### src/include/csma_config.svh
// CSMA/CD transmit engine constants and register reset values
`ifndef CSMA_CONFIG_SVH
`define CSMA_CONFIG_SVH

// jam sequence length in clocks after a collision
`define CSMA_JAM_CYCLES 4

// truncated binary exponential backoff, exponent never exceeds this
`define CSMA_BACKOFF_CAP 10

// slot time in clocks after reset, 512 bit times
`define CSMA_RST_SLOT 16'd512

// LFSR seed after reset, must be nonzero
`define CSMA_RST_SEED 8'h45

// inter-frame gap in quiet clocks
`define CSMA_RST_IFG 8'd12

// attempts allowed before the frame is dropped
`define CSMA_RST_LIMIT 4'd15

`endif

### src/hw/csma_reg_pkg.sv
// Register map opcodes and configuration bundle of the CSMA/CD engine
`default_nettype none

package csma_reg_pkg;

    // register select on the write port
    typedef enum logic [1:0] {
        REG_SLOT_TIME = 2'd0,
        REG_SEED      = 2'd1,
        REG_IFG       = 2'd2,
        REG_LIMIT     = 2'd3
    } csma_reg_addr_e;

    // configuration as seen by the controller and the backoff timer
    typedef struct packed {
        // backoff slot length in clocks
        logic [15:0] slot_time;
        // value loaded into the LFSR
        logic [7:0]  seed;
        // one-cycle strobe after a seed write
        logic        seed_load;
        // quiet clocks required before transmit
        logic [7:0]  ifg_cycles;
        // abort once attempts exceed this
        logic [3:0]  attempt_limit;
    } csma_cfg_t;

endpackage

`default_nettype wire

### src/hw/csma_types_pkg.sv
// Controller state encoding and transmit status bundle of the CSMA/CD engine
`default_nettype none

package csma_types_pkg;

    // attempt controller states
    typedef enum logic [2:0] {
        // waiting for a frame request
        ST_IDLE    = 3'd0,
        // waiting for the inter-frame gap on a quiet medium
        ST_DEFER   = 3'd1,
        // frame on the wire
        ST_XMIT    = 3'd2,
        // jam after a collision
        ST_JAM     = 3'd3,
        // waiting for the backoff timer
        ST_BACKOFF = 3'd4
    } tx_state_e;

    // status visible to software and the testbench
    typedef struct packed {
        // transmit attempts for the current frame
        logic [4:0]  attempts;
        // backoff timer running
        logic        backoff_active;
        // clocks of the last backoff draw
        logic [15:0] backoff_time;
        // a frame is in progress
        logic        busy;
    } tx_status_t;

    // a frame request is sampled in idle only
    // the status struct stays valid after done or abort
    // until the next request clears the attempt count

endpackage

`default_nettype wire

### src/hw/backoff_timer.sv
// Truncated binary exponential backoff timer with an LFSR slot draw
`default_nettype none

`include "csma_config.svh"

module backoff_timer
    import csma_reg_pkg::*;
(
    input  wire logic        clk,
    input  wire logic        rst_n,
    input  wire csma_cfg_t   cfg,
    input  wire logic        start_backoff,
    input  wire logic [4:0]  collision_count,
    output logic             backoff_active,
    output logic             backoff_complete,
    output logic [15:0]      backoff_time
);

    logic [7:0]  lfsr_q;
    logic [7:0]  lfsr_nx;
    logic [3:0]  exp_k;
    logic [15:0] slot_mask;
    logic [15:0] slots;
    logic [15:0] elapsed_q;

    // x^8 + x^6 + x^5 + x^4 + 1 style feedback, shift left
    function automatic logic [7:0] lfsr_step(input logic [7:0] cur);
        logic fb;
        fb = cur[7] ^ cur[5] ^ cur[4] ^ cur[3];
        return {cur[6:0], fb};
    endfunction

    always_comb begin
        lfsr_nx = lfsr_step(lfsr_q);
        // exponent capped so the window stops growing
        if (collision_count > 5'(`CSMA_BACKOFF_CAP)) begin
            exp_k = 4'(`CSMA_BACKOFF_CAP);
        end else begin
            exp_k = collision_count[3:0];
        end
        slot_mask = (16'd1 << exp_k) - 16'd1;
        // modulo 2^k of the freshly stepped value
        slots     = {8'd0, lfsr_nx} & slot_mask;
    end

    // LFSR only advances on a draw so sequences repeat from a given seed
    always_ff @(posedge clk or negedge rst_n) begin
        if (!rst_n) begin
            lfsr_q <= `CSMA_RST_SEED;
        end else if (cfg.seed_load) begin
            lfsr_q <= cfg.seed;
        end else if (start_backoff) begin
            lfsr_q <= lfsr_nx;
        end
    end

    always_ff @(posedge clk or negedge rst_n) begin
        if (!rst_n) begin
            backoff_active   <= 1'b0;
            backoff_complete <= 1'b0;
            backoff_time     <= 16'd0;
            elapsed_q        <= 16'd0;
        end else begin
            backoff_complete <= 1'b0;
            if (start_backoff) begin
                // product truncated to 16 bits
                backoff_time   <= slots * cfg.slot_time;
                elapsed_q      <= 16'd0;
                backoff_active <= 1'b1;
            end else if (backoff_active) begin
                // active for backoff_time + 1 clocks in total
                if (elapsed_q < backoff_time) begin
                    elapsed_q <= elapsed_q + 16'd1;
                end else begin
                    backoff_active   <= 1'b0;
                    backoff_complete <= 1'b1;
                end
            end
        end
    end

endmodule

`default_nettype wire

### src/hw/csma_regs.sv
// Configuration registers of the CSMA/CD engine with a seed-load strobe
`default_nettype none

`include "csma_config.svh"

module csma_regs
    import csma_reg_pkg::*;
(
    input  wire logic           clk,
    input  wire logic           rst_n,
    input  wire logic           reg_we,
    input  wire csma_reg_addr_e reg_addr,
    input  wire logic [15:0]    reg_wdata,
    output csma_cfg_t           cfg
);

    logic [15:0] slot_time_q;
    logic [7:0]  seed_q;
    logic        seed_load_q;
    logic [7:0]  ifg_q;
    logic [3:0]  limit_q;

    // address decode of the write strobe
    logic we_slot;
    logic we_seed;
    logic we_ifg;
    logic we_limit;

    always_comb begin
        we_slot  = reg_we && (reg_addr == REG_SLOT_TIME);
        we_seed  = reg_we && (reg_addr == REG_SEED);
        we_ifg   = reg_we && (reg_addr == REG_IFG);
        we_limit = reg_we && (reg_addr == REG_LIMIT);
    end

    always_ff @(posedge clk or negedge rst_n) begin
        if (!rst_n) begin
            slot_time_q <= `CSMA_RST_SLOT;
            seed_q      <= `CSMA_RST_SEED;
            seed_load_q <= 1'b0;
            ifg_q       <= `CSMA_RST_IFG;
            limit_q     <= `CSMA_RST_LIMIT;
        end else begin
            // strobe follows the seed write by one edge, aligned with the new seed
            seed_load_q <= we_seed;
            if (we_slot) begin
                slot_time_q <= reg_wdata;
            end
            if (we_seed) begin
                seed_q <= reg_wdata[7:0];
            end
            if (we_ifg) begin
                ifg_q <= reg_wdata[7:0];
            end
            if (we_limit) begin
                limit_q <= reg_wdata[3:0];
            end
        end
    end

    always_comb begin
        cfg.slot_time     = slot_time_q;
        cfg.seed          = seed_q;
        cfg.seed_load     = seed_load_q;
        cfg.ifg_cycles    = ifg_q;
        cfg.attempt_limit = limit_q;
    end

endmodule

`default_nettype wire

### src/hw/csma_tx_top.sv
// Half-duplex CSMA/CD transmit retry engine top level
`default_nettype none

module csma_tx_top
    import csma_reg_pkg::*;
    import csma_types_pkg::*;
(
    input  wire logic           clk,
    input  wire logic           rst_n,
    input  wire logic           reg_we,
    input  wire csma_reg_addr_e reg_addr,
    input  wire logic [15:0]    reg_wdata,
    input  wire logic           tx_start,
    input  wire logic [15:0]    frame_len,
    input  wire logic           crs,
    input  wire logic           collision,
    output logic                tx_en,
    output logic                jam,
    output logic                tx_done,
    output logic                tx_abort,
    output tx_status_t          status
);

    csma_cfg_t   cfg;
    logic        start_backoff;
    logic [4:0]  collision_count;
    logic        backoff_active;
    logic        backoff_complete;
    logic [15:0] backoff_time;

    csma_regs regs_i (
        .clk       (clk),
        .rst_n     (rst_n),
        .reg_we    (reg_we),
        .reg_addr  (reg_addr),
        .reg_wdata (reg_wdata),
        .cfg       (cfg)
    );

    tx_attempt_ctrl ctrl_i (
        .clk              (clk),
        .rst_n            (rst_n),
        .cfg              (cfg),
        .tx_start         (tx_start),
        .frame_len        (frame_len),
        .crs              (crs),
        .collision        (collision),
        .backoff_active   (backoff_active),
        .backoff_complete (backoff_complete),
        .backoff_time     (backoff_time),
        .start_backoff    (start_backoff),
        .collision_count  (collision_count),
        .tx_en            (tx_en),
        .jam              (jam),
        .tx_done          (tx_done),
        .tx_abort         (tx_abort),
        .status           (status)
    );

    backoff_timer timer_i (
        .clk              (clk),
        .rst_n            (rst_n),
        .cfg              (cfg),
        .start_backoff    (start_backoff),
        .collision_count  (collision_count),
        .backoff_active   (backoff_active),
        .backoff_complete (backoff_complete),
        .backoff_time     (backoff_time)
    );

endmodule

`default_nettype wire

### src/hw/tx_attempt_ctrl.sv
// Transmit attempt FSM: defer, transmit, jam, backoff, retry, done and abort
`default_nettype none

`include "csma_config.svh"

module tx_attempt_ctrl
    import csma_reg_pkg::*;
    import csma_types_pkg::*;
(
    input  wire logic        clk,
    input  wire logic        rst_n,
    input  wire csma_cfg_t   cfg,
    input  wire logic        tx_start,
    input  wire logic [15:0] frame_len,
    input  wire logic        crs,
    input  wire logic        collision,
    input  wire logic        backoff_active,
    input  wire logic        backoff_complete,
    input  wire logic [15:0] backoff_time,
    output logic             start_backoff,
    output logic [4:0]       collision_count,
    output logic             tx_en,
    output logic             jam,
    output logic             tx_done,
    output logic             tx_abort,
    output tx_status_t       status
);

    localparam int JAM_W = $clog2(`CSMA_JAM_CYCLES + 1);

    tx_state_e        state;
    logic [7:0]       ifg_cnt;
    logic [15:0]      frame_cnt;
    logic [15:0]      frame_len_q;
    logic [JAM_W-1:0] jam_cnt;
    logic [4:0]       attempts;

    logic ifg_met;
    logic frame_last;
    logic jam_last;
    logic over_limit;

    always_comb begin
        // this quiet clock completes the gap
        ifg_met    = ({1'b0, ifg_cnt} + 9'd1) >= {1'b0, cfg.ifg_cycles};
        // a zero length still sends one clock
        frame_last = ({1'b0, frame_cnt} + 17'd1) >= {1'b0, frame_len_q};
        jam_last   = jam_cnt == JAM_W'(`CSMA_JAM_CYCLES - 1);
        over_limit = attempts > {1'b0, cfg.attempt_limit};
    end

    // frame length captured with the request
    always_ff @(posedge clk) begin
        if ((state == ST_IDLE) && tx_start) begin
            frame_len_q <= frame_len;
        end
    end

    always_ff @(posedge clk or negedge rst_n) begin
        if (!rst_n) begin
            state         <= ST_IDLE;
            ifg_cnt       <= 8'd0;
            frame_cnt     <= 16'd0;
            jam_cnt       <= '0;
            attempts      <= 5'd0;
            start_backoff <= 1'b0;
            tx_done       <= 1'b0;
            tx_abort      <= 1'b0;
        end else begin
            start_backoff <= 1'b0;
            tx_done       <= 1'b0;
            tx_abort      <= 1'b0;
            case (state)
                ST_IDLE: begin
                    if (tx_start) begin
                        state    <= ST_DEFER;
                        ifg_cnt  <= 8'd0;
                        attempts <= 5'd0;
                    end
                end
                ST_DEFER: begin
                    // any carrier restarts the gap
                    if (crs) begin
                        ifg_cnt <= 8'd0;
                    end else if (ifg_met) begin
                        state     <= ST_XMIT;
                        frame_cnt <= 16'd0;
                        attempts  <= attempts + 5'd1;
                    end else begin
                        ifg_cnt <= ifg_cnt + 8'd1;
                    end
                end
                ST_XMIT: begin
                    // collision wins over the last frame clock
                    if (collision) begin
                        state   <= ST_JAM;
                        jam_cnt <= '0;
                    end else if (frame_last) begin
                        state   <= ST_IDLE;
                        tx_done <= 1'b1;
                    end else begin
                        frame_cnt <= frame_cnt + 16'd1;
                    end
                end
                ST_JAM: begin
                    if (jam_last) begin
                        if (over_limit) begin
                            state    <= ST_IDLE;
                            tx_abort <= 1'b1;
                        end else begin
                            state         <= ST_BACKOFF;
                            start_backoff <= 1'b1;
                        end
                    end else begin
                        jam_cnt <= jam_cnt + 1'b1;
                    end
                end
                ST_BACKOFF: begin
                    // retry goes through a fresh gap
                    if (backoff_complete) begin
                        state   <= ST_DEFER;
                        ifg_cnt <= 8'd0;
                    end
                end
                default: begin
                    state <= ST_IDLE;
                end
            endcase
        end
    end

    // tx_en stays up through the jam
    always_comb begin
        tx_en                 = (state == ST_XMIT) || (state == ST_JAM);
        jam                   = state == ST_JAM;
        collision_count       = attempts;
        status.attempts       = attempts;
        status.backoff_active = backoff_active;
        status.backoff_time   = backoff_time;
        status.busy           = state != ST_IDLE;
    end

endmodule

`default_nettype wire

### config.mk
export PLATFORM = sky130hd
export DESIGN_NAME = csma_tx_top
export DESIGN_NICKNAME = d
export VERILOG_FILES = /design/src/hw/csma_reg_pkg.sv /design/src/hw/csma_types_pkg.sv /design/src/hw/backoff_timer.sv /design/src/hw/csma_regs.sv /design/src/hw/csma_tx_top.sv /design/src/hw/tx_attempt_ctrl.sv
export VERILOG_INCLUDE_DIRS = /design/src /design/src/include
export SDC_FILE = /design/constraint.sdc
export NUM_CORES = 1
export LEC_CHECK = 0
export BUFFER_PORTS_ARGS = -buffer_cell sky130_fd_sc_hd__buf_4
export CORE_UTILIZATION = 40
export CTS_BUF_LIST = sky130_fd_sc_hd__clkbuf_8
export CTS_CLUSTER_SIZE = 28
export DETAILED_ROUTE_END_ITERATION = 10
export GPL_ROUTABILITY_DRIVEN = 0
export SLEW_MARGIN = 20
export SYNTH_ARGS = -nofsm -noshare
export SYNTH_HDL_FRONTEND = slang
export SYNTH_SLANG_ARGS = --single-unit
### constraint.sdc
create_clock -name clk -period 8.94 [get_ports clk]
set_input_delay 0.447 -clock clk [delete_from_list [all_inputs] [get_ports clk]]
set_output_delay 0.447 -clock clk [all_outputs]
set_load 0.02 [all_outputs]
* Word-level counts from Yosys, hierarchy flattened *
Cells that the tools add are included.

word-level totals
  word-level logic and storage cells = 126
  input port bits = 40
  output and inout port bits = 27
  flip-flop bits (word level) = 133

cells by class
  reductions and logical operators = 22
  shift-type cells = 1
  mux-type cells = 47
  eq/ne operators = 19
  bitwise logic cells = 4
  add/sub/neg operators = 8
  magnitude comparators = 5
  multiply operators = 1

operators by type and width
  cell                   number
  $mux 16                7
  $mux 8                 6
  $add 16x1->16 const B  2
  $pmux 16 s2            1
  $mux 3                 10
  $pmux 8 s3             1
  $add 16x1->17 const B  1
  $ge 17x16->1           1
  $and 8x16->16          1
  $lt 16x16->1           1
  $mul 16x16->16         1
  $shl 1x4->16 const A   1
  $sub 16x1->16 const B  1
  $mux 1                 15
  $mux 5                 3
  $pmux 3 s5             1
  $ne 2x2->1 const B     6
  $reduce_bool 2->1      6
  $pmux 5 s2             1
  $add 8x1->9 const B    1
  $eq 3x2->1 const B     3
  $ge 9x8->1             1
  $add 8x1->8 const B    1
  $reduce_and 4->1       2
  other kinds (23)       33

* Logic depth before layout (Yosys ltp) *
  depth in word-level cells = 6
  gate-level depth with buffers = 32
  mapped depth without buffers = 30

* Modules after synthesis *
Synthesis repeated with hierarchy kept, for this count alone.

second synthesis, totals
  cells, all modules = 1070
  area total of the unflattened synthesis = 10611.4 sq um

modules (own cells, without submodules)
  module           sequential area each (sq um)  instances  area each (sq um)  cells each
  backoff_timer    1054.8                        1          5661.7             629
  tx_attempt_ctrl  1431.4                        1          3544.6             361
  csma_regs        938.4                         1          1405.1             80

* Least setup slack after synthesis *
OpenSTA, ideal clock, no wires.

  path kind = flip-flop to flip-flop
  start = reg ctrl_i.attempts[2] (netlist: ctrl_i.collision_count[2])
  end = reg timer_i.backoff_time[15]
  setup time = 133 ps
  slack = 2195 ps
  cell stages (with the launch flop) = 33
  buffers on the path = 2
  required time = 8807 ps
  arrival time = 6612 ps
  clock period less this slack = 6745 ps
  cell sequence = dfrtp_1 -> clkbuf_1 -> nor2_1 -> nand3_1 -> ha_1 -> nor4_1 -> mux2i_1 -> nand2b_1 -> a21boi_0 -> clkbuf_1 -> and2_1 -> fa_1 -> inv_1 -> fa_1 -> inv_1 -> ha_1 -> inv_1 -> fa_1 -> inv_1 -> ha_1 -> inv_1 -> fa_1 -> inv_1 -> ha_1 -> o21a_1 -> a21o_1 -> a21oi_1 -> o21bai_1 -> a211oi_1 -> o21bai_1 -> a21oi_1 -> xnor2_1 -> a21oi_1

on the way
  cells in the longest elaborated chain, start to end = 6

ends and longest elaborated chain
  element                   line                   source
  start: declaration        tx_attempt_ctrl.sv:36  logic [4:0] attempts;
  start signal: assignment  tx_attempt_ctrl.sv:88  attempts <= attempts + 5'd1;
  $gt 5x4->1                backoff_timer.sv:36    if (collision_count > 5'(`CSMA_BACKOFF_CAP)) begin
  $mux 4 (*)                backoff_timer.sv:36
  $shl 1x4->16 (*)          backoff_timer.sv:41    slot_mask = (16'd1 << exp_k) - 16'd1;
  $sub 16x1->16 (*)         backoff_timer.sv:41
  $and 8x16->16 (*)         backoff_timer.sv:43    slots = {8'd0, lfsr_nx} & slot_mask;
  $mul 16x16->16 (*)        backoff_timer.sv:67    backoff_time <= slots * cfg.slot_time;
  end signal: assignment    backoff_timer.sv:67
  end: declaration          backoff_timer.sv:16    output logic [15:0] backoff_time

Every way passes the cells marked *; elsewhere a longest branch is shown, timed or not.
A chain may end at the register's enable or synchronous reset.

* Final worst setup path *
Same ends and word-level chain as after synthesis.

==> impl_metrics.py <==
metrics = {
    "sta": {
        "clock_skew_ns": 0.0170,
        "fin_setup_tns_ns": 0,
        "finalHoldViolations": 2,
        "relSlewSlack": 0.369,
        "finalCritPeriodShare": 0.786,
        "fin_crit_ns": 7.02,
        "worst_pin_slew_ns": 0.947,
        "timing.fmax_mhz": 142,
        "rsz0062_at_grt": "false",
        "hold_slack_ns": -0.00304,
        "drv_slew": 0,
        "setup_violations": 0,
    },
    "synthesis": {
        "synth_top_area_frac": 0.253,
        "synth_edf_count": 16,
        "synth_most_common_cell": "inv_1",
        "synth.net_count": 1283,
        "ys_seq_elements": 133,
        "syn_area_per_cell_um2": 9.56,
        "yosysTopAreaCell": "dfrtp_1",
        "syn_inst": 1075,
        "synth_area_leaders": "dfrtp_1 (25%), ha_1 (14%), fa_1 (11%)",
        "ys_top_cells_by_count": "inv_1 (146), nand2_1 (134), ha_1 (112)",
        "yosys_warnings": 0,
        "synth_area_mm2": 0.0103,
        "synth_cell_types": 60,
        "async_flop_share": 0.880,
        "synth-seq-area-share": 0.333,
        "ys.flop_type": "dfrtp_1",
    },
    "layout": {
        "layout.nets": 1346,
        "final_cells": 1481,
        "syn_to_final_growth_pct": 11.5,
        "diodes": 0,
        "drive_gt1_frac": 0.143,
        "utilization": 0.455,
    },
    "grt": {
        "grtUsageTotal": 0.174,
        "grt_pass1_vias": 7295,
        "grt_pass1_wl_um": 36600,
        "gr-total-overflow": 0,
        "grt_max_degree": 73,
        "antenna_found_initial": 0,
    },
    "routing": {
        "postRouteAntennaNets": 0,
        "wl_um": 21400,
        "vias": 7391,
        "drt-pass1-iter-count": 5,
        "wire_per_inst_um": 14.5,
        "drc": 0,
        "drtIter0Drc": 378,
        "avgViaCountPerCell": 4.99,
    },
    "worst_setup_path": {
        "crit_fanout": 14,
        "cp_num_buf_inv": 5,
        "cpMaxStageDelayCell": "or4_1",
        "cpPeakStageDelay_ns": 0.56,
        "worstSetupPathType": "reg -> reg",
        "path_delay_family": "adder cells",
        "crit_required_ns": 9.24,
        "critPathLaunchType": "flop",
        "arrival_ns": 7.33,
        "cp-end-kind": "flop",
        "cp_common_cell": "inv_1",
    },
    "floorplan": {
        "row_count": 58,
        "num_io_pins": 67,
        "die-area_mm2": 0.0263,
        "dieWidth_um": 162,
        "start_util": 0.408,
        "die_h_um": 162,
        "core_mm2": 0.0252,
    },
    "place": {
        "dp_cells": 1449,
        "dp_hpwl_um": 16500,
        "port_buffers": 66,
    },
    "power": {
        "swShare": 0.431,
        "ir_drop_mv": 0.121,
        "leakage_nw": 5.85,
        "sequentialPowerShare": 0.331,
        "power.net_switching_mw": 1.10,
        "total_power_mw": 2.56,
        "combPwrFrac": 0.491,
        "p_int_mw": 1.46,
        "power_density_mw_per_mm2": 223,
        "clockPowerShare": 0.178,
    },
    "clocking": {
        "htree_num_levels": 4,
        "root_buffer": "clkbuf_8",
        "cts_tree": "yes",
        "cts.sinks": 133,
        "postCtsSetupBuffers": 0,
        "postCtsResizedCells": 0,
        "cts_max_path_buffers": 2,
        "clock_latency_ns": 0.45,
        "path_clk_slew_ns": 0.08,
        "cts_buffers": 17,
        "hold_buffers": 0,
    },
    "min_path": {
        "min_path_type": "in -> async",
    },
    "outcome": {
        "violations": "hold timing",
        "outcome": "finished, violations left",
    },
    "run": {
        "drv_cap": 0,
    },
}
## layer usage
metal | global-route usage | routed length, um | up-vias
li1 | - | - | 3693
met1 | 0.247 | 10600 | 3597
met2 | 0.277 | 10100 | 86
met3 | 0.0283 | 518 | 15
met4 | 0.0360 | 222 | 0
met5 | 0 | 0 | -
## worst paths after layout
| path | from | end | slack, ns | cells past startpoint |
|---|---|---|---|---|
| worst min register to register | regs_i.seed_q[2]$_DFFE_PN1P_ | regs_i.seed_q[2]$_DFFE_PN1P_ | 0.47 | 2 |
| worst max register to register | ctrl_i.collision_count[2]$_DFFE_PN0P_ | timer_i.backoff_time[15]$_DFFE_PN0P_ | 1.92 | 27 |
| worst min-delay path | rst_n | ctrl_i.tx_done$_DFF_PN0_ | -0.003 | 1 |
| min in group clk | frame_len[9] | ctrl_i.frame_len_q[9]$_DFFE_PP_ | 0.16 | 1 |
| max in group asynchronous | rst_n | ctrl_i.start_backoff$_DFF_PN0_ | 7.50 | 2 |
| worst max-delay path | ctrl_i.collision_count[2]$_DFFE_PN0P_ | timer_i.backoff_time[15]$_DFFE_PN0P_ | 1.92 | 27 |
## kinds of logic (layout without fill, tap and decap cells)
logic type / Yosys count / in the layout / share of synthesized area
compound gates: 159 / 159 / 0.100
xor+xnor: 55 / 55 / 0.0469
fa+ha+maj: 168 / 168 / 0.245
buf+inv: 177 / 253 / 0.0670
flops: 133 / 133 / 0.333
mux: 38 / 38 / 0.0407
simple gates: 345 / 345 / 0.167
## power by group through the flow
| stage | Clock, mW | Combinational (mW) | Sequential (mW) |
|---|---|---|---|
| finish | 0.456 | 1.26 | 0.847 |
| global route | 0.495 | 1.46 | 0.866 |
| floorplan | 0 | 0.919 | 0.846 |
| CTS | 0.470 | 1.29 | 0.848 |
| detailed placement | 0 | 1.27 | 0.860 |
| global placement | 0 | 1.25 | 0.857 |
## worst reg2reg max path, delay by kind of cell (launching register included)
family / cells / cell delay, ns
fa+ha+maj: 8 / 2.98
compound gates: 9 / 1.90
simple gates: 4 / 1.07
flops: 1 / 0.52
buf+inv: 5 / 0.24
xor+xnor: 1 / 0.13
## cells in the final DEF (no fill, tap or decap), types with 11 or more instances in the layout
cell type / Yosys / layout
nand2_1: 134 / 134
nand2b_1: 17 / 17
a21oi_1: 31 / 31
a21o_1: 21 / 21
inv_1: 146 / 148
nand3_1: 20 / 20
nor2_1: 36 / 36
nor3_1: 14 / 14
mux2_2: 30 / 30
dfrtp_1: 104 / 103
nand4_1: 13 / 13
edfxtp_1: 16 / 16
dfstp_2: 13 / 13
xnor2_1: 38 / 38
clkbuf_8: 0 / 17
ha_1: 112 / 112
fa_1: 56 / 56
o21ai_0: 50 / 50
and2_1: 59 / 59
buf_4: 1 / 74
and3_1: 19 / 19
a22o_1: 11 / 11
xor2_1: 17 / 17
## through the flow
stage / hold slack [ns] / instance area (um^2) / setup WS [ns]
after detailed placement: 0.458 / 11100 / 1.90
final: -0.00304 / 11500 / 1.92
after floorplan: 0.151 / 10300 / 2.19
after global routing: 0.0162 / 11500 / 1.25
after global placement: 0.448 / 11100 / 2.09
after CTS: 0.00228 / 11500 / 1.89
## area by class of cell
cell class / count / area [um^2]
sequential: 133 / 3430
timing repair buffer: 74 / 556
inverter: 147 / 552
fill: 2429 / 13700
multi-input combinational: 765 / 6170
clock buffer: 17 / 234
clock inverter: 15 / 106
tap: 330 / 413
## registers in the layout, summed over array words and instances (netlist names)
name	count
ctrl_i.start_backoff	1
regs_i.seed_q	8
timer_i.lfsr_q	8
ctrl_i.frame_len_q	16
regs_i.seed_load_q	1
regs_i.ifg_q	8
ctrl_i.collision_count	5
ctrl_i.state	3
ctrl_i.tx_done	1
ctrl_i.ifg_cnt	8
regs_i.slot_time_q	16
ctrl_i.tx_abort	1
timer_i.backoff_active	1
regs_i.limit_q	4
timer_i.backoff_complete	1
ctrl_i.frame_cnt	16
timer_i.elapsed_q	16
ctrl_i.jam_cnt	3
timer_i.backoff_time	16
Power figures use the tool's default switching activity.
